[config.mk]
export PLATFORM = sky130hd
export DESIGN_NAME = ffu_frf
export DESIGN_NICKNAME = d
export VERILOG_FILES = /design/src/logic/ffu_pkg.sv /design/src/logic/ffu_frf.sv
export VERILOG_INCLUDE_DIRS = /design/src /design/src/logic
export SDC_FILE = /design/constraint.sdc
export NUM_CORES = 2
export LEC_CHECK = 0
export BUFFER_PORTS_ARGS = -buffer_cell sky130_fd_sc_hd__buf_2
export CORE_UTILIZATION = 40
export DETAILED_ROUTE_END_ITERATION = 6
export PLACE_DENSITY_LB_ADDON = 0.12
export SYNTH_ARGS = -nofsm -noshare
export SYNTH_HDL_FRONTEND = slang
export SYNTH_SLANG_ARGS = --single-unit
[constraint.sdc]
create_clock -name rclk -period 5.4 [get_ports rclk]
set_input_delay 1.35 -clock rclk [delete_from_list [all_inputs] [get_ports rclk]]
set_output_delay 1.35 -clock rclk [all_outputs]
set_load 0.01 [all_outputs]
[src/logic/ffu_defs.svh]
/* Size macros for the FP frontend.
   Include wherever a width or a count is needed. */

`ifndef FFU_DEFS_SVH
`define FFU_DEFS_SVH

// Threads and register file
`define FFU_NUM_THREADS 4
`define FFU_TID_W       2
`define FFU_NUM_DREGS   16
`define FFU_REG_W       5

// Data widths
`define FFU_WORD_W      32
`define FFU_DWORD_W     64

// FSR and function fields
`define FFU_EXC_W       5
`define FFU_FUNC_W      4

`endif

[src/logic/ffu_pkg.sv]
/* Types shared by the FP frontend modules and its testbench.
   Referenced by scoped name, e.g. ffu_pkg::ffu_inst_t. */

`include "ffu_defs.svh"

package ffu_pkg;

   typedef enum logic [2:0] {
      op_fld, op_fst, op_ldfsr, op_stfsr, op_vis, op_fpop
   } ffu_op_t;

   typedef enum logic [2:0] {
      vis_padd16, vis_padd32, vis_psub16, vis_psub32,
      vis_and, vis_or, vis_xor, vis_nor
   } ffu_vis_op_t;

   typedef struct packed {
      ffu_op_t                 op;
      logic [`FFU_TID_W-1:0]   tid;
      logic [`FFU_REG_W-1:0]   rs1;
      logic [`FFU_REG_W-1:0]   rs2;
      logic [`FFU_REG_W-1:0]   rd;          // Also the store source
      logic                    single;
      logic [`FFU_FUNC_W-1:0]  func;
   } ffu_inst_t;

   typedef struct packed {
      logic [1:0]                 wen;      // [1] upper word, [0] lower word
      logic [`FFU_TID_W-1:0]      tid;
      logic [`FFU_REG_W-2:0]      addr;
      logic [`FFU_DWORD_W-1:0]    data;
   } ffu_wr_t;

   typedef struct packed {
      logic [1:0]               rd;         // Rounding direction
      logic [1:0]               rsvd_29_28;
      logic [`FFU_EXC_W-1:0]    tem;
      logic [10:0]              rsvd_22_12;
      logic [1:0]               fcc0;
      logic [`FFU_EXC_W-1:0]    aexc;
      logic [`FFU_EXC_W-1:0]    cexc;
   } ffu_fsr_t;

   typedef struct packed {
      logic [`FFU_TID_W-1:0]      tid;
      logic [`FFU_FUNC_W-1:0]     func;
      logic [`FFU_DWORD_W-1:0]    rs1;
      logic [`FFU_DWORD_W-1:0]    rs2;
   } ffu_fpop_req_t;

   typedef struct packed {
      logic [`FFU_TID_W-1:0]      tid;
      logic [`FFU_DWORD_W-1:0]    data;
      logic                       fcmp;     // Compare result, only fcc valid
      logic [1:0]                 fcc;
      logic [`FFU_EXC_W-1:0]      exc;
   } ffu_cpx_t;

endpackage

[src/logic/ffu_frf.sv]
/* Per-thread FP register file of 64-bit doubles.
   Two registered read ports, one write port with separate word enables. */

`timescale 1ns/10ps
`include "ffu_defs.svh"

module ffu_frf (
   input  logic                         rclk,
   input  logic [`FFU_TID_W-1:0]        rd_tid,
   input  logic [`FFU_REG_W-2:0]        rs1_addr,
   input  logic [`FFU_REG_W-2:0]        rs2_addr,
   input  ffu_pkg::ffu_wr_t             frf_wr,
   output logic [`FFU_DWORD_W-1:0]      rs1_data,
   output logic [`FFU_DWORD_W-1:0]      rs2_data
);

   localparam int DEPTH = `FFU_NUM_THREADS * `FFU_NUM_DREGS;

   logic [`FFU_DWORD_W-1:0] mem [DEPTH];
   logic [`FFU_TID_W+`FFU_REG_W-2:0] wr_idx;

   assign wr_idx = {frf_wr.tid, frf_wr.addr};   // Thread picks the bank

   ////////////////////////////////////////
   // Write port
   ////////////////////////////////////////
   always_ff @(posedge rclk) begin
      if (frf_wr.wen[1]) begin
         mem[wr_idx][`FFU_DWORD_W-1:`FFU_WORD_W] <= frf_wr.data[`FFU_DWORD_W-1:`FFU_WORD_W];
      end
      if (frf_wr.wen[0]) begin
         mem[wr_idx][`FFU_WORD_W-1:0] <= frf_wr.data[`FFU_WORD_W-1:0];
      end
   end

   ////////////////////////////////////////
   // Read ports
   ////////////////////////////////////////
   always_ff @(posedge rclk) begin
      rs1_data <= mem[{rd_tid, rs1_addr}];      // Old data on same-edge write
      rs2_data <= mem[{rd_tid, rs2_addr}];
   end

endmodule

=== Word level (Yosys, flattened, before mapping) ===
Memories as Yosys holds them, arrays and structs flattened. A register that Yosys moved wholly into a read port is not among the register bits.
Index checks and enable logic that the tools add are counted.

* Memories: 1
* Memory bits (writable): 4,096
* Word-level logic and storage cells: 5
* Bits of input ports: 83
* Register bits: 0

* Muxes and demuxes: 4

{| class="wikitable"
|+ Memories
! memory !! depth !! width !! rd ports !! clocked after memory_dff !! write ports !! RTL line !! text
|-
| mem || 64 || 64 || 2 || 2 || 1 || ffu_frf.sv:19 || <nowiki>logic [`FFU_DWORD_W-1:0] mem [DEPTH];</nowiki>
|}

{| class="wikitable"
|+ Operators by type and width
! kind !! count
|-
| 2-to-1 mux 1 bit || 4
|}

=== Depth between registers and ports, before layout ===
* Depth after elaboration: 2
* Mapped depth: 9
* Gate-level depth less buffers: 5

=== Worst setup path before layout ===
No wires, ideal clock.

* Path type: input to register
* From: input port frf_wr[65] (netlist name)
* To: memory mem[26][0] (netlist name), enable pin
* Stages: 5
* Setup time: 0.421 ns
* Data required time: 4.979 ns
* Path slack: 1.229 ns
* Buffers on the path: 3
* Data arrival time: 3.749 ns
* Path through: clkbuf_1 or3b_2 clkbuf_1 clkbuf_1 nor2_1

{| class="wikitable"
|+ RTL lines
! item !! RTL line !! text
|-
| from (decl) || ffu_frf.sv:12 || <nowiki>input ffu_pkg::ffu_wr_t frf_wr,</nowiki>
|-
| to (decl) || ffu_frf.sv:19 ||
|}

Straight into the memory's write port.

==> key figures <==
Floorplan
  – Starting Density: 40.2%
  – Std-Cell Rows: 251
  – Io pins: 211
  – DIE WIDTH: 688 um
  – Core footprint: 468,000 sq um
  – Die area: 473,000 sq um
  – Die height: 688 um

CTS
  – Max Root-Sink Buffers: 4
  – Later-pin clock latency in the skew report: 1050 ps
  – Post-CTS Setup Bufs: 0
  – Post-CTS Resized: 0
  – CTS tree: built
  – CTS H-tree depth: 5
  – Clock slew at reported path FFs: 60 ps
  – Clock Tree Root: clkbuf_16
  – CTS Buf Count: 461
  – Cts hold-fix bufs: 0
  – Clock net sink count: 4,224

Synthesis
  – Synth top area cells: edfxtp_1 65%, mux4_2 24%, a221oi_1 1.6%, dfxtp_1 1.4%, a22o_1 1.0%
  – Synthesized area per cell: 21.2 sq um
  – Ys async rst share: 0%
  – Top cell type's share of synthesized area: 65.4%
  – Dominant synthesized flop cell: edfxtp_1
  – Seq/Total Area, Yosys: 66.8%
  – #FFs+latches synth: 4,224
  – EDFF count, synth: 4,096
  – Net Count, Synth: 8,954
  – Post-Syn Instances: 8,871
  – Area leader, netlist: edfxtp_1
  – Number of library cell types mapped by synthesis: 39
  – Yosys warns: 0
  – Synthesized cell area: 188,000 sq um

Setup path
  – CP arrival: 4990 ps
  – WP data required: 6210 ps
  – CP Capture Type: flop
  – Kind of critical path: in2reg
  – Crit-path max FO: 25
  – Startpoint Class: input port

Flow run
  – Max-cap violations: 0

Place
  – Final Wtd Congestion: 0.858
  – Port Buffers: 210
  – HPWL Detailed: 455,000 um

STA
  – Final worst-path cycle share: 77.3%
  – Final setup violation count: 0
  – Clock Skews: 57.3 ps
  – Slew headroom: 6.39%
  – Fin crit period: 4170 ps
  – Fin. Hold Viols: 0
  – RSZ-0062 raised after global routing: false
  – Slew @ Worst Pin: 1400 ps
  – Setup TNS: 0 ps
  – F_max: 0.240 GHz
  – Slew Limit Fails: 0

Drt
  – Drt drc: 3
  – 1st-pass router iterations: 7
  – Antenna viol nets, final: 0
  – Initial DRC Count: 18,700
  – Drt via density: 6.94
  – Vias: 112,000
  – Final wirelength: 748,000 um
  – DR WL/cell: 46.4 um

Cells and area
  – Total Nets Final: 9,559
  – Synthesis-to-finish area growth: 15.6%
  – Fraction of layout cells with a size suffix above 1: 38.3%
  – Utilization after layout: 46.5%

Hold path
  – Hold Crit Class: reg2reg

GRT
  – Number of global-route vias before repair: 112,000
  – Tot GR Track Use: 31.3%
  – Largest net degree at the start of global routing: 95
  – Initial antenna violation count: 90
  – Total grt overflow: 0
  – First-pass GRT wire length: 1,000,000 um

Outcome
  – Failing checks: design-rule violations
  – Outcome: finished with violations

Power and ir drop
  – Power density over the cells: 345 nW/um^2
  – LEAKAGE: 67.4 nW
  – Peak supply drop: 0.000301 V
cell type report:
type                       count  area, sq um
fill                       38500       250000
inverter                       2         8.76
clock inverter               202         1970
timing repair buffer         896         9170
tap                         6198         7750
clock buffer                 666        13000
antenna                       42          105
sequential                  4224       126000
multi-input combinational   3891        59900
report_power, final:
group / switching (W) / total, W / internal [W]
clock: 0.0136 / 0.0318 / 0.0182
sequential: 0.000357 / 0.0367 / 0.0363
combinational: 0.00410 / 0.00653 / 0.00243
kinds of logic (layout without fill, tap and decap cells):
family                 Yosys count  after routing  share of synthesized area [%]
flip-flops                    4224           4224                           66.8
multiplexers                  2163           2163                           25.1
AO/OA/AOI/OAI                 1271           1271                           5.08
buffers and inverters          756           1766                           2.00
AND/OR/NAND/NOR                457            457                           1.08
other                            0             42                              0
through the flow:
stage               instance area (sq um)  setup WS, ps  cells  power, W  hold WS [ps]
floorplan                          188000          1230   8871    0.0405           759
global placement                   202000          89.0  15200    0.0437           810
detailed placement                 202000           344  15200    0.0438           844
CTS                                217000          1460  16100    0.0752           792
global route                       217000          1390  16100    0.0766           867
finish                             218000          1230  16100    0.0750           876
critical path: stages:
cell and delay, ps:
buf_2 800, buf_4 360, or3_1 680, o221ai_1 210, a31oi_1 430, a21oi_1 190, a221oi_1 920
per-layer routing:
layer,track usage [%],part of all wire (%),up-vias
met5,0.398,0.11,-
met4,11.9,4.5,48
met3,8.75,12,1446
met2,46.9,45,7712
met1,43.7,39,61500
li1,-,-,41100
cells in the mapped netlist, types with 49 or more instances:
library cell  number
a22o_1           222
mux4_2          2039
buf_4            115
nor2_1           251
buf_1             58
o221ai_1         128
dfxtp_1          128
clkbuf_1         330
mux2i_1          114
buf_2            224
edfxtp_1        4096
a21oi_1          208
a22oi_1           74
nand2_1           67
nand3_1           49
a221oi_1         334
o22ai_1          235
cell usage in the layout (no fill, tap or decap), types with 59 or more instances in the layout:
cell type | Yosys | layout
mux2i_1 | 114 | 114
a22oi_1 | 74 | 74
nor2_1 | 251 | 116
buf_2 | 224 | 203
clkbuf_16 | 0 | 470
o221ai_1 | 128 | 128
buf_12 | 0 | 233
clkinv_1 | 0 | 59
a22o_1 | 222 | 222
o22ai_1 | 235 | 235
dfxtp_1 | 128 | 128
mux4_2 | 2039 | 2039
nor2_4 | 0 | 134
a221oi_1 | 334 | 333
clkbuf_1 | 330 | 146
nand2_1 | 67 | 60
buf_4 | 115 | 454
clkinv_2 | 0 | 79
edfxtp_1 | 4096 | 4096
a21oi_1 | 208 | 208
state kept, by name, summed over array words and instances (netlist names):
name	cells
rs2_data	64
mem	4096
rs1_data	64
final timing paths:
path | from | end | slack, ps | cells past startpoint
setup / recovery | rs1_addr[3] | rs1_data[20] | 1230 | 7
hold / removal | mem[30][8] | rs2_data[8] | 880 | 4
setup reg to reg | mem[42][36] | rs2_data[36] | 2630 | 5
hold reg to reg | mem[30][8] | rs2_data[8] | 880 | 4
No activity file was read; power rests on OpenSTA's default activity.
