<file path="src/logic/ffu_defs.svh">
/* Size macros for the FP frontend.
   Include wherever a width or a count is needed. */

`ifndef FFU_DEFS_SVH
`define FFU_DEFS_SVH

// Threads and register file
`define FFU_NUM_THREADS 4
`define FFU_TID_W       2
`define FFU_NUM_DREGS   16
`define FFU_REG_W       5

// Data widths
`define FFU_WORD_W      32
`define FFU_DWORD_W     64

// FSR and function fields
`define FFU_EXC_W       5
`define FFU_FUNC_W      4

`endif

</file>
<file path="src/logic/ffu_pkg.sv">
/* Types shared by the FP frontend modules and its testbench.
   Referenced by scoped name, e.g. ffu_pkg::ffu_inst_t. */

`include "ffu_defs.svh"

package ffu_pkg;

   typedef enum logic [2:0] {
      op_fld, op_fst, op_ldfsr, op_stfsr, op_vis, op_fpop
   } ffu_op_t;

   typedef enum logic [2:0] {
      vis_padd16, vis_padd32, vis_psub16, vis_psub32,
      vis_and, vis_or, vis_xor, vis_nor
   } ffu_vis_op_t;

   typedef struct packed {
      ffu_op_t                 op;
      logic [`FFU_TID_W-1:0]   tid;
      logic [`FFU_REG_W-1:0]   rs1;
      logic [`FFU_REG_W-1:0]   rs2;
      logic [`FFU_REG_W-1:0]   rd;          // Also the store source
      logic                    single;
      logic [`FFU_FUNC_W-1:0]  func;
   } ffu_inst_t;

   typedef struct packed {
      logic [1:0]                 wen;      // [1] upper word, [0] lower word
      logic [`FFU_TID_W-1:0]      tid;
      logic [`FFU_REG_W-2:0]      addr;
      logic [`FFU_DWORD_W-1:0]    data;
   } ffu_wr_t;

   typedef struct packed {
      logic [1:0]               rd;         // Rounding direction
      logic [1:0]               rsvd_29_28;
      logic [`FFU_EXC_W-1:0]    tem;
      logic [10:0]              rsvd_22_12;
      logic [1:0]               fcc0;
      logic [`FFU_EXC_W-1:0]    aexc;
      logic [`FFU_EXC_W-1:0]    cexc;
   } ffu_fsr_t;

   typedef struct packed {
      logic [`FFU_TID_W-1:0]      tid;
      logic [`FFU_FUNC_W-1:0]     func;
      logic [`FFU_DWORD_W-1:0]    rs1;
      logic [`FFU_DWORD_W-1:0]    rs2;
   } ffu_fpop_req_t;

   typedef struct packed {
      logic [`FFU_TID_W-1:0]      tid;
      logic [`FFU_DWORD_W-1:0]    data;
      logic                       fcmp;     // Compare result, only fcc valid
      logic [1:0]                 fcc;
      logic [`FFU_EXC_W-1:0]      exc;
   } ffu_cpx_t;

endpackage

</file>
<file path="src/logic/ffu_vis.sv">
/* VIS partitioned add/subtract and logic unit.
   Operands arrive with vis_vld; the result is held until the next op. */

`timescale 1ns/10ps
`include "ffu_defs.svh"

module ffu_vis (
   input  logic                         rclk,
   input  logic                         rst,
   input  logic                         vis_vld,
   input  ffu_pkg::ffu_vis_op_t         vis_op,
   input  logic [`FFU_DWORD_W-1:0]      rs1_data,
   input  logic [`FFU_DWORD_W-1:0]      rs2_data,
   output logic [`FFU_DWORD_W-1:0]      vis_result
);

   logic                      sub;
   logic [`FFU_DWORD_W-1:0]   b_in;
   logic [`FFU_DWORD_W-1:0]   sum16;
   logic [`FFU_DWORD_W-1:0]   sum32;
   logic [`FFU_DWORD_W-1:0]   result;

   assign sub  = (vis_op == ffu_pkg::vis_psub16) || (vis_op == ffu_pkg::vis_psub32);
   assign b_in = sub ? ~rs2_data : rs2_data;    // Two's complement with the lane carry-in

   ////////////////////////////////////////
   // Partitioned adders
   ////////////////////////////////////////
   always_comb begin
      for (int i = 0; i < 4; i++) begin
         sum16[i*16 +: 16] = rs1_data[i*16 +: 16] + b_in[i*16 +: 16] + 16'(sub);
      end
      for (int j = 0; j < 2; j++) begin
         sum32[j*32 +: 32] = rs1_data[j*32 +: 32] + b_in[j*32 +: 32] + 32'(sub);
      end
   end

   always_comb begin
      case (vis_op)
         ffu_pkg::vis_padd16, ffu_pkg::vis_psub16: result = sum16;
         ffu_pkg::vis_padd32, ffu_pkg::vis_psub32: result = sum32;
         ffu_pkg::vis_and:                         result = rs1_data & rs2_data;
         ffu_pkg::vis_or:                          result = rs1_data | rs2_data;
         ffu_pkg::vis_xor:                         result = rs1_data ^ rs2_data;
         default:                                  result = ~(rs1_data | rs2_data);
      endcase
   end

   ////////////////////////////////////////
   // Result register
   ////////////////////////////////////////
   always_ff @(posedge rclk) begin
      if (rst) begin
         vis_result <= '0;
      end else if (vis_vld) begin
         vis_result <= result;                  // Written back one cycle later
      end
   end

endmodule

</file>
<file path="config.mk">
export PLATFORM = sky130hd
export DESIGN_NAME = ffu_vis
export DESIGN_NICKNAME = d
export VERILOG_FILES = /design/src/logic/ffu_pkg.sv /design/src/logic/ffu_vis.sv
export VERILOG_INCLUDE_DIRS = /design/src /design/src/logic
export SDC_FILE = /design/constraint.sdc
export NUM_CORES = 1
export LEC_CHECK = 0
export BUFFER_PORTS_ARGS = -buffer_cell sky130_fd_sc_hd__buf_2
export CORE_ASPECT_RATIO = 2
export CORE_UTILIZATION = 40
export DETAILED_ROUTE_END_ITERATION = 10
export PLACE_DENSITY = 0.71
export SLEW_MARGIN = 15
export SYNTH_ARGS = -nofsm -noshare
export SYNTH_HDL_FRONTEND = slang
export SYNTH_SLANG_ARGS = --single-unit
export TNS_END_PERCENT = 5
</file>
<file path="constraint.sdc">
create_clock -name rclk -period 10.6 [get_ports rclk]
set_input_delay 2.12 -clock rclk [delete_from_list [all_inputs] [get_ports rclk]]
set_output_delay 2.12 -clock rclk [all_outputs]
set_load 0.01 [all_outputs]
</file>
# Word-level counts from Yosys, hierarchy flattened
# Cells that the tools add are included.
# classes
add_sub_neg,12
reduce_logical,4
muxes,2
bitwise_logic,5
n_eq_ne,6
# ops
operator,count
$pmux 64 s5,1
$not 64->64,2
$add 16x1->16,4
$add 16x16->16,4
$add 32x1->32,2
$add 32x32->32,2
$and 64x64->64,1
$mux 64,1
$or 64x64->64,1
$xor 64x64->64,1
$eq 3x3->1 const B,3
$eq 3x2->1 const B,2
$reduce_or 2->1,2
$eq 3x1->1 const B,1
$logic_not 3->1,1
$logic_or 1x1->1,1
# word_totals
out_inout_bits,64
input_bits,134
word_cells,30
register_bits,64

# Logic depth before layout (Yosys ltp)
# Gate-level depths: netlist of run 1.
# logic_depth
ltp_word,6
depth_mapped,16
depth_no_buf,14

# Least setup slack after synthesis of run 1
# Ideal clock, no wire load.
# synth_timing
kind,in2reg
from,in vis_op[2]
to,reg vis_result[24]
path_buffers,3
path_stages,16
slack_ns,5.264
t_arrival_ns,5.278
setup_time_ns,0.058
required_ns,10.542
cell_sequence,buf_6 -> nor2b_2 -> buf_6 -> buf_1 -> xnor2_1 -> inv_1 -> fa_1 -> nor2b_1 -> o21bai_1 -> a31oi_1 -> o21a_2 -> a211oi_2 -> o21a_1 -> or4_1 -> a31oi_1 -> a21o_1
# synth_between
elab_chain_cells,6
elab_cells_between_ends,16
cone_classes,4 x add/sub; 6 x eq/ne; 2 x mux; 4 x reduce/logical
# synth_lines
element,line,rtl
"start, declared",ffu_vis.sv:11,"input ffu_pkg::ffu_vis_op_t vis_op,"
$eq 3x2->1,"ffu_vis.sv:23, ffu_vis.sv:39",
$logic_or 1x1->1,ffu_vis.sv:23,assign sub = (vis_op == ffu_pkg::vis_psub16) || (vis_op == ffu_pkg::vis_psub32);
$mux 64,ffu_vis.sv:24,assign b_in = sub ? ~rs2_data : rs2_data;
$add 32x32->32 / $add 16x16->16 (equally long branches),"ffu_vis.sv:34, ffu_vis.sv:31",
$add 32x1->32 / $add 16x1->16 (equally long branches),"ffu_vis.sv:34, ffu_vis.sv:31",
$pmux 64 s5 (*),ffu_vis.sv:39,case (vis_op)
"end signal, assigned",ffu_vis.sv:56,vis_result <= result;
"end, declared",ffu_vis.sv:14,output logic [`FFU_DWORD_W-1:0] vis_result
# Every way passes the cells marked *; elsewhere a longest branch is shown, timed or not.
# A chain may end at the register's enable or synchronous reset.

# Worst setup path in the final report of run 1
# layout_timing
from,in vis_op[1]
to,reg vis_result[24]
# The elaborated chain is that of the path after synthesis.

==> metrics, run 1 <==
Worst Setup EP=vis_result[24]$_SDFFE_PP0P_; worst-path cell chain=buf_4 > nor2b_4 > buf_4 > buf_4 > xnor2_1 > inv_1 > fa_1 > nor2b_1 > o21bai_1 > a31oi_1 > o21a_2 > a211oi_2 > o21a_1 > or4_1 > a31oi_1 > a21o_1; DR vias/cell=5.86; count leader, synth=ha_1; clk root buf=clkbuf_16; largest family of logic cells by synthesized area=compound AO/OA/AOI/OAI gates; cts hold-fix bufs=0; part of the Yosys area used for sequential elements=11.1%; Pleak=0.00629 uW; PortBufs=197; Synth Area in Compound Gates=30.4%; cell mode on critical path=buf_4; CTS H-tree depth=3; vias=12400; drc violations=0; CP top delay family=buffers and inverters; max-slew violation count=0; max-cap viol count=0; fin nets=2100; first-pass GRT wire length=62800 um; Post-synth EDFFs=0; TNS Setup=0 ns; fraction of registers with async set/reset=0%; xor/xnor share of the synthesized area=8.76%; FF-to-FF Start=vis_result[16]$_SDFFE_PP0P_; met2 Usage GRT=48.6%; post_cts resized=0; cells after synthesis=1636; GPL Wtd Cong=0.952; Hold Crit Class=flip-flop to flip-flop; status=complete, no violations; share of cells above drive strength 1=14.2%; area leader, netlist=ha_1; flops & latches, synth=64; RR Endpoint=vis_result[16]$_SDFFE_PP0P_; Crit Path Category=input pin to flip-flop; CP startpoint kind=input pin; Synth Area in Simple Gates=15.8%; Tightest Pin Transition=1.11 ns; total wire length=40500 um; cells on worst reg2reg path=2; CP arrival=6.53 ns; GRT overflow=0; wire per inst=19.1 um; initial core utilization=40.8%; DP Wirelength=31200 um; Longest Clk Path Bufs=2; Tcrit/Tclk final=58.6%; P&R area growth vs syn=12.6%; syn_nets=1976; GR met1 Demand/Resource=27.8%; VDD IR max=0.0918 mV; Top Registers=vis_result: 64 flops; R2R Setup Slk=9.66 ns; GRT Util Overall=27.4%; Rows=87; slowest CP cell=buf_4; Crit. Startpoint=vis_op[1]; Worst path max stage delay=0.65 ns; clock skew=0 ns; drt first pass iters=5; WP buf/inv=4; Num CTS Buffers=9; Tmin final=6.22 ns; synthesized area per cell=7.03 um^2; die area=29500 um^2; dominant synthesized flop cell=dfxtp_1; layer with the highest usage=met2; CP endpoint kind=flip-flop; Crit path depth=16; Die Ht=242 um; top post-synthesis cells by count=202 x ha_1, 174 x inv_1, 154 x nand2_1, 143 x o21ai_0; yosys synthesis warning count=0; worst skew pair latency=0.38 ns; RSZ-0062 raised after global routing=no; CTS clk-pin slew, worst paths=0.06 ns; post-synth top area share=22.0%; post-route ant nets=0; adder-cell share of the synthesized area=22.7%; Die Span X=122 um; TritonCTS Sinks=64; CP Max Fanout=38; vias in the first global route=12300; CP required=10.92 ns; CORE AREA=28200 um^2; top cells by area, synth=ha_1 22%, dfxtp_1 11%, xnor2_1 7.6%; final-report setup violation count=0; I/O pin cnt=198; max reg flops=64; Post-Syn Area=11500 um^2; maximum operating frequency=161 MHz; initial antenna violation count=4; postcts setup bufs=0; grt met3 use=3.51%; post-synthesis mux area share=2.00%; initial drt markers=638; CTS tree=done; relative slew slack=25.6%; Reg with most FFs=vis_result; Distinct cells, synth=84; largest net degree at the start of global routing=86; count of final hold-check violations=0; Fin Hold WS=0.445 ns; Cell Pwr Density=102 nW/um^2
cell families (layout without fill, tap and decap cells):
logic type	count (synthesis)	in the layout
other	0	4
and+or+nand+nor	408	408
AOI/OAI and AO/OA	546	546
buffers and inverters	275	404
adders and majority gates	206	206
xor gates and xnor gates	115	115
muxes	22	22
DFF	64	64
power by group:
| part | internal [uW] | switching [uW] |
|---|---|---|
| combinational | 290 | 452 |
| clock | 164 | 136 |
| sequential | 266 | 17.1 |
| total | 720 | 605 |
per-stage QoR:
step | setup WS (ns) | total power, uW | cell area (um^2) | cells | utilization, %
after global routing | 4.10 | 1410 | 12900 | 2125 | 45.9
final | 4.38 | 1320 | 12900 | 2125 | 45.9
after floorplan | 5.26 | 799 | 11500 | 1636 | -
after detailed placement | 4.06 | 1020 | 12700 | 2105 | 44.9
after global placement | 4.12 | 1010 | 12700 | 2105 | 44.9
after CTS | 4.43 | 1320 | 12900 | 2121 | 45.9
layer usage:
metal	wire length [um]	share of wire [%]
met2	20600	51
met5	0	0
met3	1910	4.7
met1	14700	36
met4	3350	8.3
worst min-delay path, delay by kind of cell (launching register included):
kind	cells	cell delay, ns
flip-flops	1	0.31
AND/OR/NAND/NOR	2	0.09
how the worst min path moves through the flow:
stage / from / cells past startpoint / to
after floorplan: vis_result[61]$_SDFFE_PP0P_ / 2 / vis_result[61]$_SDFFE_PP0P_
after global placement: vis_result[19]$_SDFFE_PP0P_ / 2 / vis_result[19]$_SDFFE_PP0P_
after detailed placement: vis_result[52]$_SDFFE_PP0P_ / 2 / vis_result[52]$_SDFFE_PP0P_
after CTS: vis_result[52]$_SDFFE_PP0P_ / 2 / vis_result[52]$_SDFFE_PP0P_
after global routing: vis_result[51]$_SDFFE_PP0P_ / 2 / vis_result[51]$_SDFFE_PP0P_
final: vis_result[19]$_SDFFE_PP0P_ / 2 / vis_result[19]$_SDFFE_PP0P_
layout make-up:
type	instances	area (um^2)
inverter	176	661
fill	2905	15300
multi-input combinational	1297	9170
timing repair buffer	212	1100
sequential	64	1280
tap	356	445
clock inverter	5	32.5
antenna	4	10.0
clock buffer	11	243
cell usage in the layout, fill, tap and decap left out, types with 10 or more instances in the layout:
cell type and n:
dfxtp_1 64, a31oi_1 20, o221ai_1 13, mux2i_1 16, a311oi_1 12, nand2_1 154, a221oi_1 10, nor3_1 16
xnor2_1 100, nand4_1 10, a211oi_1 23, nand3_1 31, nor2_1 139, o21ai_0 143, a21o_1 36, o21a_1 11
buf_2 195, a21oi_1 140, ha_1 202, o21bai_1 14, inv_1 173, o211ai_1 27, o21ai_1 13, xor2_1 15
o22ai_1 30, buf_4 17
Note: power is estimated with default switching activity, not from simulation.
==> run 2, diff against run 1 <==
Clock period 10.6 ns to 6 ns, I/O delays scaled along.
==> metrics, run 2 (synthesis results as in run 1) <==
initial drt markers=572 (-10%); slowest CP cell=or4_1; Crit Path Category=input pin to flip-flop; Fillers=2893 (-0.41%); Top Registers=vis_result: 64 flops; share of cells above drive strength 1=14.2% (about the same); Cell Count, Final, Fillers Out=2124 (-0.047%); Tightest Pin Transition=0.955 ns (-0.159 ns); Hold Crit Class=flip-flop to flip-flop; total wire length=40700 um (+0.38%); initial core utilization=40.8% (unchanged); clock skew=0 ns (unchanged); P&R area growth vs syn=12.6% (about the same); vias in the first global route=12400 (+0.71%); RR Endpoint=vis_result[25]$_SDFFE_PP0P_; DR vias/cell=5.83 (-0.44%); FF-to-FF Start=vis_result[25]$_SDFFE_PP0P_; Pleak=0.00631 uW (+0.24%); post_cts resized=0 (unchanged); Worst path max stage delay=0.48 ns (-0.17 ns); DP Wirelength=31000 um (-0.57%); Num CTS Buffers=9 (unchanged); Reg with most FFs=vis_result; cts hold-fix bufs=0 (unchanged); postcts setup bufs=0 (unchanged); clk root buf=clkbuf_16; cells on worst reg2reg path=3 (+1); worst hold path endpoint=vis_result[52]$_SDFFE_PP0P_; GRT Util Overall=27.8% (+0.35 points); Sw Ratio=45.5% (-0.13 points); Tmin final=4.31 ns; CP required=6.32 ns (-4.60 ns); maximum operating frequency=232 MHz; drc violations=0 (unchanged); CTS tree=done; initial antenna violation count=3 (-1); Die Span X=122 um (unchanged); worst skew pair latency=0.37 ns (about the same); TNS Setup=0 ns (unchanged); WP buf/inv=3 (-1); max-slew violation count=0 (unchanged); RSZ-0062 raised after global routing=no; Switch Pwr=1050 uW (+74%); CP startpoint kind=input pin; commonest non-fill, non-tap cell in the layout=ha_1; most frequent cells in the layout=202 x ha_1, 195 x buf_2, 173 x inv_1; Die Ht=242 um (unchanged); TritonCTS Sinks=64 (unchanged); dpl cells=2109 (+0.19%); Clk pwr share=21.4% (-1.2 points); Cell Pwr Density=178 nW/um^2 (+74%); fin nets=2104 (+0.19%); VDD IR max=0.154 mV (+68%); CP arrival=4.63 ns (-1.90 ns); I/O pin cnt=198 (unchanged); CTS clk-pin slew, worst paths=0.06 ns (about the same); CP top delay family=compound AO/OA/AOI/OAI gates; max-cap viol count=0 (unchanged); worst-path cell chain=buf_4 > nor2b_4 > buf_12 > xnor2_1 > inv_1 > fa_1 > nor2b_1 > o21bai_1 > a31oi_1 > o21a_2 > a211oi_2 > o21a_1 > or4_1 > a31oi_1 > a21o_1; Tcrit/Tclk final=71.9%; sequential share of power=21.7% (+0.3 points); Longest Clk Path Bufs=2 (unchanged); Pint=1260 uW (+75%); wire per inst=19.2 um (+0.42%); drt first pass iters=5 (unchanged); Logic pwr share=56.9% (+0.9 points); GRT overflow=0 (unchanged); final-report setup violation count=0 (unchanged); relative slew slack=36.3% (+11 points); CTS H-tree depth=3 (unchanged); vias=12400 (-0.49%); post-route ant nets=0 (unchanged); largest net degree at the start of global routing=74 (-14%); cell mode on critical path=a31oi_1; CP Max Fanout=64 (+68%); status=complete, no violations; max reg flops=64 (unchanged); count of final hold-check violations=0 (unchanged); die area=29500 um^2 (unchanged); CP endpoint kind=flip-flop; first-pass GRT wire length=63700 um (+1.4%); worst hold stages=2 (unchanged); CORE AREA=28200 um^2 (unchanged); R2R Setup Slk=5.04 ns (-4.62 ns); hold path startpoint=vis_result[52]$_SDFFE_PP0P_; GPL Wtd Cong=0.961 (+0.93%); PortBufs=197 (unchanged); Rows=87 (unchanged)
run 2: area by class of cell:
type	instances	area [um^2]	area share, %
Timing Repair Buffer	216	1150	8.85
Clock inverter	2	10.0	0.0773
Sequential cell	64	1280	9.90
Antenna cell	2	5.00	0.0387
Tap cell	356	445	3.44
Inverter	176	661	5.10
Clock buffer	11	233	1.80
Multi-Input combinational cell	1297	9170	70.8
run 2: worst min-delay path, delay by kind of cell (launching register included):
| family | cells | cell delay [ns] |
|---|---|---|
| AND/OR/NAND/NOR | 2 | 0.09 |
| flip-flops | 1 | 0.31 |
run 2: power by group through the flow:
stage / clock [uW] / sequential, uW / combinational (uW)
global route: 515 / 504 / 1450
global placement: 0 / 508 / 1280
CTS: 501 / 500 / 1310
detailed placement: 0 / 508 / 1290
floorplan: 0 / 522 / 890
finish: 495 / 500 / 1310
run 2: how the worst max path moves through the flow:
stage	start	endpoint	slack, ns	cells after the start
2_1_floorplan	vis_op[2]	vis_result[24]$_SDFFE_PP0P_	1.58	16
3_3_place_gp	vis_op[1]	vis_result[24]$_SDFFE_PP0P_	1.39	15
3_5_place_dp	vis_op[1]	vis_result[24]$_SDFFE_PP0P_	1.37	15
4_1_cts	vis_op[1]	vis_result[24]$_SDFFE_PP0P_	1.73	15
5_1_grt	vis_op[1]	vis_result[24]$_SDFFE_PP0P_	1.48	15
6_report	vis_op[1]	vis_result[24]$_SDFFE_PP0P_	1.69	15
run 2: per-layer routing:
metal / part of all wire (%) / global-route usage, % / routed length (um) / up-vias
li1: - / - / - / 5994
met1: 37 / 28.8 / 15100 / 5841
met2: 52 / 50.4 / 21300 / 424
met3: 4.2 / 3.18 / 1730 / 123
met4: 6.3 / 19.5 / 2550 / 2
met5: 0.032 / 0 / 13 / -
run 2: per-stage QoR:
step | hold slack [ns] | instance area, um^2 | power [uW] | utilization [%] | setup slack, ns
after floorplan | 0.463 | 11500 | 1410 | - | 1.58
after global placement | 0.429 | 12700 | 1780 | 45.0 | 1.39
after detailed placement | 0.436 | 12700 | 1800 | 45.0 | 1.37
after CTS | 0.444 | 12900 | 2310 | 45.9 | 1.73
after global routing | 0.467 | 12900 | 2470 | 45.9 | 1.48
final | 0.441 | 12900 | 2310 | 45.9 | 1.69
