File: config.mk
export PLATFORM = sky130hd
export DESIGN_NAME = ffu_ctl
export DESIGN_NICKNAME = d
export VERILOG_FILES = /design/src/logic/ffu_pkg.sv /design/src/logic/ffu_ctl.sv
export VERILOG_INCLUDE_DIRS = /design/src /design/src/logic
export SDC_FILE = /design/constraint.sdc
export NUM_CORES = 1
export LEC_CHECK = 0
export ABC_AREA = 0
export BUFFER_PORTS_ARGS = -buffer_cell sky130_fd_sc_hd__buf_2
export CAP_MARGIN = 20
export CORE_AREA = 10 10 274 276
export CTS_CLUSTER_SIZE = 10
export DETAILED_ROUTE_END_ITERATION = 7
export DIE_AREA = 0 0 284 286
export MAX_ROUTING_LAYER = met4
export PLACE_DENSITY_LB_ADDON = 0.25
export SYNTH_ARGS = -nofsm -noshare
export SYNTH_HDL_FRONTEND = slang
export SYNTH_SLANG_ARGS = --single-unit
File: constraint.sdc
create_clock -name rclk -period 4 [get_ports rclk]
set_input_delay 1 -clock rclk [delete_from_list [all_inputs] [get_ports rclk]]
set_output_delay 1 -clock rclk [all_outputs]
set_load 0.02 [all_outputs]
File: src/logic/ffu_defs.svh
/* Size macros for the FP frontend.
   Include wherever a width or a count is needed. */

`ifndef FFU_DEFS_SVH
`define FFU_DEFS_SVH

// Threads and register file
`define FFU_NUM_THREADS 4
`define FFU_TID_W       2
`define FFU_NUM_DREGS   16
`define FFU_REG_W       5

// Data widths
`define FFU_WORD_W      32
`define FFU_DWORD_W     64

// FSR and function fields
`define FFU_EXC_W       5
`define FFU_FUNC_W      4

`endif

File: src/logic/ffu_pkg.sv
/* Types shared by the FP frontend modules and its testbench.
   Referenced by scoped name, e.g. ffu_pkg::ffu_inst_t. */

`include "ffu_defs.svh"

package ffu_pkg;

   typedef enum logic [2:0] {
      op_fld, op_fst, op_ldfsr, op_stfsr, op_vis, op_fpop
   } ffu_op_t;

   typedef enum logic [2:0] {
      vis_padd16, vis_padd32, vis_psub16, vis_psub32,
      vis_and, vis_or, vis_xor, vis_nor
   } ffu_vis_op_t;

   typedef struct packed {
      ffu_op_t                 op;
      logic [`FFU_TID_W-1:0]   tid;
      logic [`FFU_REG_W-1:0]   rs1;
      logic [`FFU_REG_W-1:0]   rs2;
      logic [`FFU_REG_W-1:0]   rd;          // Also the store source
      logic                    single;
      logic [`FFU_FUNC_W-1:0]  func;
   } ffu_inst_t;

   typedef struct packed {
      logic [1:0]                 wen;      // [1] upper word, [0] lower word
      logic [`FFU_TID_W-1:0]      tid;
      logic [`FFU_REG_W-2:0]      addr;
      logic [`FFU_DWORD_W-1:0]    data;
   } ffu_wr_t;

   typedef struct packed {
      logic [1:0]               rd;         // Rounding direction
      logic [1:0]               rsvd_29_28;
      logic [`FFU_EXC_W-1:0]    tem;
      logic [10:0]              rsvd_22_12;
      logic [1:0]               fcc0;
      logic [`FFU_EXC_W-1:0]    aexc;
      logic [`FFU_EXC_W-1:0]    cexc;
   } ffu_fsr_t;

   typedef struct packed {
      logic [`FFU_TID_W-1:0]      tid;
      logic [`FFU_FUNC_W-1:0]     func;
      logic [`FFU_DWORD_W-1:0]    rs1;
      logic [`FFU_DWORD_W-1:0]    rs2;
   } ffu_fpop_req_t;

   typedef struct packed {
      logic [`FFU_TID_W-1:0]      tid;
      logic [`FFU_DWORD_W-1:0]    data;
      logic                       fcmp;     // Compare result, only fcc valid
      logic [1:0]                 fcc;
      logic [`FFU_EXC_W-1:0]      exc;
   } ffu_cpx_t;

endpackage

File: src/logic/ffu_ctl.sv
/* Control for the FP frontend: decode, two pipeline stages, pending table,
   write-port arbitration, and the store and FPU request outputs. */

`timescale 1ns/10ps
`include "ffu_defs.svh"

module ffu_ctl (
   input  logic                         rclk,
   input  logic                         rst,
   input  logic                         inst_vld,
   input  ffu_pkg::ffu_inst_t           inst,
   input  logic                         ld_vld,
   input  logic [`FFU_TID_W-1:0]        ld_tid,
   input  logic [`FFU_DWORD_W-1:0]      ld_data,
   input  logic                         cpx_vld,
   input  ffu_pkg::ffu_cpx_t            cpx,
   input  logic [`FFU_DWORD_W-1:0]      rs1_data,
   input  logic [`FFU_DWORD_W-1:0]      rs2_data,
   input  logic [`FFU_DWORD_W-1:0]      vis_result,
   input  ffu_pkg::ffu_fsr_t            fsr_rd,
   output logic [`FFU_TID_W-1:0]        rd_tid,
   output logic [`FFU_REG_W-2:0]        rs1_addr,
   output logic [`FFU_REG_W-2:0]        rs2_addr,
   output ffu_pkg::ffu_wr_t             frf_wr,
   output logic                         vis_vld,
   output ffu_pkg::ffu_vis_op_t         vis_op,
   output logic [`FFU_TID_W-1:0]        fsr_tid,
   output logic                         fsr_ld_vld,
   output ffu_pkg::ffu_fsr_t            fsr_ld_value,
   output logic                         fsr_exc_vld,
   output logic                         fsr_fcc_vld,
   output logic [`FFU_EXC_W-1:0]        fsr_exc,
   output logic [1:0]                   fsr_fcc,
   output logic                         st_vld,
   output logic [`FFU_DWORD_W-1:0]      st_data,
   output logic                         fpop_req_vld,
   output ffu_pkg::ffu_fpop_req_t       fpop_req
);

   typedef enum logic [1:0] {pend_single, pend_double, pend_fsr} pend_kind_t;

   typedef struct packed {
      logic                    vld;
      pend_kind_t              kind;
      logic [`FFU_REG_W-1:0]   rd;
   } pend_ent_t;

   pend_ent_t                 pend [`FFU_NUM_THREADS];
   pend_ent_t                 ld_ent, cpx_ent;
   ffu_pkg::ffu_inst_t        s1_inst;
   logic                      s1_vld;
   logic                      s2_vis_vld;
   logic [`FFU_TID_W-1:0]     s2_tid;
   logic [`FFU_REG_W-1:0]     s2_rd;
   logic                      new_pend, pend_busy;
   logic                      ld_hit, ld_frf, ld_fsr, cpx_hit, cpx_frf;

   ////////////////////////////////////////
   // Decode and read addresses, cycle 0
   ////////////////////////////////////////
   assign rd_tid   = inst.tid;
   assign rs1_addr = inst.rs1[`FFU_REG_W-1:1];
   assign rs2_addr = (inst.op == ffu_pkg::op_fst) ? inst.rd[`FFU_REG_W-1:1]   // Store source
                                                  : inst.rs2[`FFU_REG_W-1:1];
   assign new_pend = inst_vld && (inst.op inside {ffu_pkg::op_fld, ffu_pkg::op_ldfsr,
                                                  ffu_pkg::op_fpop});

   always_ff @(posedge rclk) begin
      if (rst) begin
         s1_vld     <= 1'b0;
         s2_vis_vld <= 1'b0;
      end else begin
         s1_vld     <= inst_vld;
         s2_vis_vld <= vis_vld;
      end
   end

   always_ff @(posedge rclk) begin
      s1_inst <= inst;
      s2_tid  <= s1_inst.tid;                   // VIS write-back target
      s2_rd   <= s1_inst.rd;
   end

   assign vis_vld = s1_vld && (s1_inst.op == ffu_pkg::op_vis);
   assign vis_op  = ffu_pkg::ffu_vis_op_t'(s1_inst.func[2:0]);

   ////////////////////////////////////////
   // Pending table
   ////////////////////////////////////////
   assign ld_ent  = pend[ld_tid];
   assign cpx_ent = pend[cpx.tid];
   assign ld_hit  = ld_vld && ld_ent.vld;
   assign ld_frf  = ld_hit && (ld_ent.kind != pend_fsr);
   assign ld_fsr  = ld_hit && (ld_ent.kind == pend_fsr);
   assign cpx_hit = cpx_vld && cpx_ent.vld;
   assign cpx_frf = cpx_hit && !cpx.fcmp;

   always_ff @(posedge rclk) begin
      if (rst) begin
         for (int t = 0; t < `FFU_NUM_THREADS; t++) begin
            pend[t] <= '0;
         end
      end else begin
         if (ld_hit) pend[ld_tid].vld <= 1'b0;
         if (cpx_hit) pend[cpx.tid].vld <= 1'b0;
         if (new_pend) begin                    // Set wins over a same-cycle retire
            pend[inst.tid].vld  <= 1'b1;
            pend[inst.tid].rd   <= inst.rd;
            pend[inst.tid].kind <= (inst.op == ffu_pkg::op_ldfsr) ? pend_fsr :
                                   (inst.op == ffu_pkg::op_fld && inst.single) ? pend_single :
                                   pend_double;
         end
      end
   end

   ////////////////////////////////////////
   // Write port and FSR strobes
   ////////////////////////////////////////
   always_comb begin
      frf_wr = '0;
      if (s2_vis_vld) begin
         frf_wr = '{wen: 2'b11, tid: s2_tid, addr: s2_rd[`FFU_REG_W-1:1], data: vis_result};
      end else if (ld_frf) begin
         frf_wr.tid  = ld_tid;
         frf_wr.addr = ld_ent.rd[`FFU_REG_W-1:1];
         if (ld_ent.kind == pend_single) begin
            frf_wr.wen  = ld_ent.rd[0] ? 2'b01 : 2'b10;   // Odd register is the low word
            frf_wr.data = {2{ld_data[`FFU_WORD_W-1:0]}};
         end else begin
            frf_wr.wen  = 2'b11;
            frf_wr.data = ld_data;
         end
      end else if (cpx_frf) begin
         frf_wr = '{wen: 2'b11, tid: cpx.tid, addr: cpx_ent.rd[`FFU_REG_W-1:1], data: cpx.data};
      end
   end

   always_comb begin
      fsr_ld_value = ffu_pkg::ffu_fsr_t'(ld_data[`FFU_WORD_W-1:0]);
      fsr_ld_value.rsvd_29_28 = '0;
      fsr_ld_value.rsvd_22_12 = '0;
   end

   assign fsr_ld_vld  = ld_fsr;
   assign fsr_exc_vld = cpx_frf;
   assign fsr_fcc_vld = cpx_hit && cpx.fcmp;
   assign fsr_exc     = cpx.exc;
   assign fsr_fcc     = cpx.fcc;
   // Updates own the FSR port, otherwise stfsr reads its thread
   assign fsr_tid     = ld_fsr ? ld_tid : cpx_hit ? cpx.tid : s1_inst.tid;

   ////////////////////////////////////////
   // Output strobes, cycle 2
   ////////////////////////////////////////
   always_ff @(posedge rclk) begin
      if (rst) begin
         st_vld       <= 1'b0;
         fpop_req_vld <= 1'b0;
      end else begin
         st_vld       <= s1_vld && (s1_inst.op inside {ffu_pkg::op_fst, ffu_pkg::op_stfsr});
         fpop_req_vld <= s1_vld && (s1_inst.op == ffu_pkg::op_fpop);
      end
   end

   always_ff @(posedge rclk) begin
      if (s1_inst.op == ffu_pkg::op_stfsr) begin
         st_data <= {{`FFU_WORD_W{1'b0}}, fsr_rd};
      end else if (s1_inst.single) begin
         st_data <= {{`FFU_WORD_W{1'b0}}, s1_inst.rd[0] ? rs2_data[`FFU_WORD_W-1:0]
                                        : rs2_data[`FFU_DWORD_W-1:`FFU_WORD_W]};
      end else begin
         st_data <= rs2_data;
      end
      fpop_req <= '{tid: s1_inst.tid, func: s1_inst.func, rs1: rs1_data, rs2: rs2_data};
   end

   assign pend_busy = pend[inst.tid].vld &&
                      !(ld_hit && ld_tid == inst.tid) && !(cpx_hit && cpx.tid == inst.tid);

   // One outstanding load or FPU op per thread
   a_one_pend: assert property (@(posedge rclk) disable iff (rst) new_pend |-> !pend_busy)
      else $error("New pending entry for a thread that is still pending");

   // Returns and the VIS write-back share one write port
   a_no_wr_clash: assert property (@(posedge rclk) disable iff (rst)
      $onehot0({s2_vis_vld, ld_hit, cpx_hit}))
      else $error("Write-port collision between VIS, load and FPU return");

endmodule

==> flow_metrics.py, run 1 <==
metrics = {
    "status": {
        "status": "stopped before the end",
        "failing_step": "detailed routing",
        "error": "[ERROR DRT-0255] Maze Route cannot find path of net cpx[2] in worker of routeBox ( 241500 193200 ) ( 284000 241500 ).",
    },
    "timing": {
        "worst-ep-kind": "output port",
        "postGrtWorstEndpoint": "frf_wr[27]",
    },
    "global_route": {
        "first_global_vias": 10700,
        "grt_use_total": 0.150,
        "grt_pass1_wl_um": 84800,
        "grt_max_degree": 79,
        "antenna_found_initial": 37,
        "gr-total-overflow": 0,
    },
    "synth": {
        "ys_warn_count": 0,
        "synthArstFlopShare": 0,
        "synthFlopType": "dfxtp_1",
        "ys_types": 51,
        "syn_area_um2": 9520,
        "synthCells": 858,
        "avgSynthCellArea_um2": 11.1,
        "synth-edff-count": 28,
        "ys_seq_area_frac": 0.561,
        "yosys_register_bits": 253,
    },
    "placed_design": {
        "placed_area_um2": 14200,
        "portBuffers": 686,
        "gp_congestion": 0.955,
        "hpwl_um": 53400,
        "dp_cells": 2444,
    },
    "clocking": {
        "cts_hold_buf": 0,
        "cts-root-buf": "clkbuf_16",
        "ctsLongestPathBuffers": 3,
        "cts.htree.levels": 1,
        "cts_buffers": 31,
        "cts_sinks": 253,
    },
    "floorplan": {
        "fp.dieH_um": 286,
        "start_util": 0.137,
        "die-width_um": 284,
        "pin_count": 724,
        "placementRows": 97,
    },
}
==> through the flow <==
step	setup TNS (ns)	setup slack [ns]
3_3_place_gp	-14.23	-0.338
5_1_grt	-0.104	-0.0265
4_1_cts	0	0.00222
3_5_place_dp	-15.66	-0.383
2_1_floorplan	0	0.305
==> timing repair <==
item                                    4_1_cts  5_1_grt
gates cloned                                  3        0
gates resized for setup                      47       33
endpoints found under the hold margin         0        0
endpoints found under the setup margin       75       53
pin swaps                                     5        3
setup buffers                                 5        3
==> kinds of logic after synthesis <==
logic type	synth area share
compound gates	0.168
mux	0.0803
simple gates	0.0951
other cells	0.000394
flops	0.561
buf+inv	0.0954
==> cell usage after synthesis (2+ instances only) <==
library cell	n	area share
buf_4	49	0.039
mux2i_1	37	0.039
a2111oi_0	36	0.033
nand4_1	2	0.0013
nor2b_1	2	0.0013
o21ai_0	36	0.019
or3_1	2	0.0013
clkbuf_1	47	0.019
and2_1	54	0.035
a41o_1	2	0.0021
buf_1	4	0.0016
and3_1	4	0.0026
buf_6	4	0.0047
mux4_2	12	0.028
o21a_1	2	0.0016
mux2_2	11	0.013
edfxtp_1	28	0.088
o2111ai_1	2	0.0018
nor3b_1	5	0.0039
a221o_1	68	0.071
nor2_1	10	0.0039
buf_2	6	0.0032
nand3_1	3	0.0016
nand3b_1	3	0.0024
inv_1	72	0.028
nand2b_1	2	0.0013
dfxtp_1	225	0.47
nand4b_1	2	0.0018
nand2_1	74	0.029
o41ai_1	32	0.029
nor3_1	2	0.0011
==> metal layers <==
metal  GRT usage
met5           -
met3      0.0362
met2       0.295
met4      0.0405
met1       0.143
==> run 2, diff against run 1 <==
--- a/config.mk
+++ b/config.mk
@@ -10,11 +10,9 @@
 export BUFFER_PORTS_ARGS = -buffer_cell sky130_fd_sc_hd__buf_2
 export CAP_MARGIN = 20
 export CORE_AREA = 10 10 274 276
-export CTS_CLUSTER_SIZE = 10
 export DETAILED_ROUTE_END_ITERATION = 7
 export DIE_AREA = 0 0 284 286
-export MAX_ROUTING_LAYER = met4
-export PLACE_DENSITY_LB_ADDON = 0.25
+export PLACE_DENSITY_LB_ADDON = 0.15
 export SYNTH_ARGS = -nofsm -noshare
 export SYNTH_HDL_FRONTEND = slang
 export SYNTH_SLANG_ARGS = --single-unit
==> flow_metrics.py, run 2 <==
metrics = {
    "timing": {
        "layout_min_cycle_time_ns": 3.92,
        "clock-skew-final_ns": 0.0233,
        "rsz0062_at_grt": "true",
        "report.final.slew_viol_count": 0,
        "period_share": 0.981,
        "maxSlewHeadroom": 0.311,
        "worstMarginPinSlew_ns": 1.03,
        "hold_viol": 0,
        "setup_viol": 0,
        "timing.fmax_mhz": 255,
    },
    "layout": {
        "mostFrequentLayoutCell": "buf_2",
        "drive_gt1_frac": 0.534,
        "largest_reg_flops": 134,
        "register_area_um2": 5350,
        "reg_top3": "fpop_req x134, st_data x64, pend x32",
        "area_growth_pct": 61.0,
        "nFillCells": 7794,
        "layout_common_cells": "buf_2 (678), dfxtp_1 (224), nand2_1 (74)",
        "final_util": 0.220,
        "fin_nets": 1925,
        "top_register": "fpop_req",
        "fin_cells": 2500,
        "multi_input_area_um2": 3460,
    },
    "synth": {
        "synthTopCellsByArea": "dfxtp_1 (47%), edfxtp_1 (8.8%), a221o_1 (7.1%)",
        "ys_types": 51,
        "synth.largest_area_cell": "dfxtp_1",
        "yosys_register_bits": 253,
        "avgSynthCellArea_um2": 11.1,
        "synthFlopType": "dfxtp_1",
        "synthCells": 858,
        "synthArstFlopShare": 0,
        "synth_commonest_cells": "dfxtp_1 (225), nand2_1 (74), inv_1 (72)",
        "synth_top_area_share": 0.473,
        "synth-edff-count": 28,
        "yosysMostFrequentCell": "dfxtp_1",
        "ys_warn_count": 0,
        "syn_area_um2": 9520,
        "ys_seq_area_frac": 0.561,
    },
    "power": {
        "p_total_uw": 6510,
        "p_per_area_nw_per_um2": 425,
        "p_sw_uw": 1750,
        "sequentialPowerShare": 0.424,
        "p_sw_frac": 0.269,
        "p_clk_frac": 0.428,
        "cellLeakagePower_uw": 0.00748,
        "peakVddDrop_mv": 0.405,
        "p_int_uw": 4760,
        "combPwrFrac": 0.148,
    },
    "run": {
        "maxCapViolCount": 0,
    },
    "detailed_routing": {
        "first_iter_violations": 441,
        "drc": 0,
        "drt-total-wl_um": 59300,
        "dr.pass1.iters": 6,
        "routed_via_density": 3.83,
        "wl_per_cell_um": 23.7,
        "via_count": 9564,
        "ant_nets": 0,
    },
    "clocking": {
        "ctsLongestPathBuffers": 3,
        "clk_pin_slew_worst_paths_ns": 0.06,
        "cts.htree.levels": 1,
        "cts-root-buf": "clkbuf_16",
        "cts_buffers": 28,
        "clkLatencyLatePin_ns": 0.57,
        "tritoncts": "yes",
        "cts_sinks": 253,
    },
    "setup_path": {
        "cp_data_arrival_time_ns": 2.92,
        "crit_slowest_cell": "mux4_2",
        "path_delay_family": "buffers and inverters",
        "cp_common_cell": "buf_4",
        "max_stage_delay_ns": 0.58,
        "critical_path.cell_chain": "buf_4, buf_4, mux4_2, nor4_4, buf_4, buf_12, a221o_1, buf_2",
        "required_ns": 3.00,
        "path_depth": 8,
        "ff2ff_path_depth": 4,
        "path_buf_inv": 5,
        "crit_fanout": 18,
        "critical_path_class": "input port to output pin",
        "startpoint_type": "input port",
        "end_kind": "output pin",
    },
    "status": {
        "status": "completed",
    },
    "floorplan": {
        "fp.dieH_um": 286,
        "die-width_um": 284,
        "pin_count": 724,
        "placementRows": 97,
        "dieArea_um2": 81200,
        "start_util": 0.137,
        "coreArea_um2": 69500,
    },
    "global_route": {
        "grt_use_total": 0.137,
        "first_global_vias": 10500,
        "antenna_found_initial": 30,
        "grt_pass1_wl_um": 81400,
        "grt_max_degree": 72,
        "gr-total-overflow": 0,
    },
    "min_path": {
        "whs_path_depth": 0,
        "hold_class": "register to register",
    },
    "placed_design": {
        "gp_congestion": 0.932,
        "dp_cells": 2435,
        "portBuffers": 686,
        "hpwl_um": 50200,
    },
}
-- run 2: cell counts after synthesis --
No cell type changed its count.
-- run 2: timing repair --
action,CTS,global route
pin swaps,0,3
hold buffers,0,0
gates cloned,1,0
gates resized for setup,7,32
buffers inserted,3,2
setup endpoints to repair,55,39
-- run 2: metal layers --
metal | up-vias | global-route usage | routed length, um
met5 | - | 0 | 115
met4 | 18 | 0.0521 | 2050
met3 | 105 | 0.0561 | 6040
met2 | 572 | 0.261 | 31200
met1 | 4453 | 0.130 | 19900
li1 | 4416 | - | -
-- run 2: through the flow --
stage / hold slack (ns) / instance area [um2] / setup TNS [ns] / setup slack [ns]
4_1_cts: 0.327 / 15200 / 0 / 0.00361
2_1_floorplan: 0.310 / 9570 / 0 / 0.305
6_report: 0.327 / 15300 / 0 / 0.0750
3_3_place_gp: 0.312 / 14100 / -2.54 / -0.175
5_1_grt: 0.331 / 15300 / -0.00718 / -0.00498
3_5_place_dp: 0.313 / 14100 / -2.37 / -0.193
-- run 2: worst paths after layout --
| path | start | end | slack, ns |
|---|---|---|---|
| setup / recovery | ld_tid[0] | frf_wr[34] | 0.08 |
| hold / removal | s1_inst[9] | s2_rd[4] | 0.33 |
| setup reg to reg | s1_inst[4] | st_data[13] | 1.97 |
| hold reg to reg | s1_inst[9] | s2_rd[4] | 0.33 |
-- run 2: cell type report --
type / count / share of cell area
diodes: 7 / 0.00114
flip-flops and latches: 253 / 0.349
multi-input cells: 434 / 0.226
inverters: 73 / 0.0179
clock inverters: 9 / 0.00881
well taps: 940 / 0.0767
repair buffers: 741 / 0.263
clock buffers: 43 / 0.0580
-- run 2: kinds of logic (layout without fill, tap and decap cells) --
logic type	after synthesis	in the layout	share of synthesized area
AO/OA/AOI/OAI	188	188	0.168
buffers and inverters	183	866	0.0954
flip-flops	253	253	0.561
multiplexers	60	60	0.0803
other	1	20	0.000394
AND/OR/NAND/NOR	173	173	0.0951
-- run 2: power groups by stage --
| stage | clock network [uW] | logic, uW | registers [uW] |
|---|---|---|---|
| final | 2790 | 962 | 2760 |
| after global routing | 3000 | 1040 | 2770 |
| after CTS | 2920 | 991 | 2760 |
| after detailed placement | 0 | 981 | 2820 |
| after global placement | 0 | 983 | 2820 |
| after floorplan | 0 | 288 | 2970 |
Note: power is estimated with default switching activity, not from simulation.
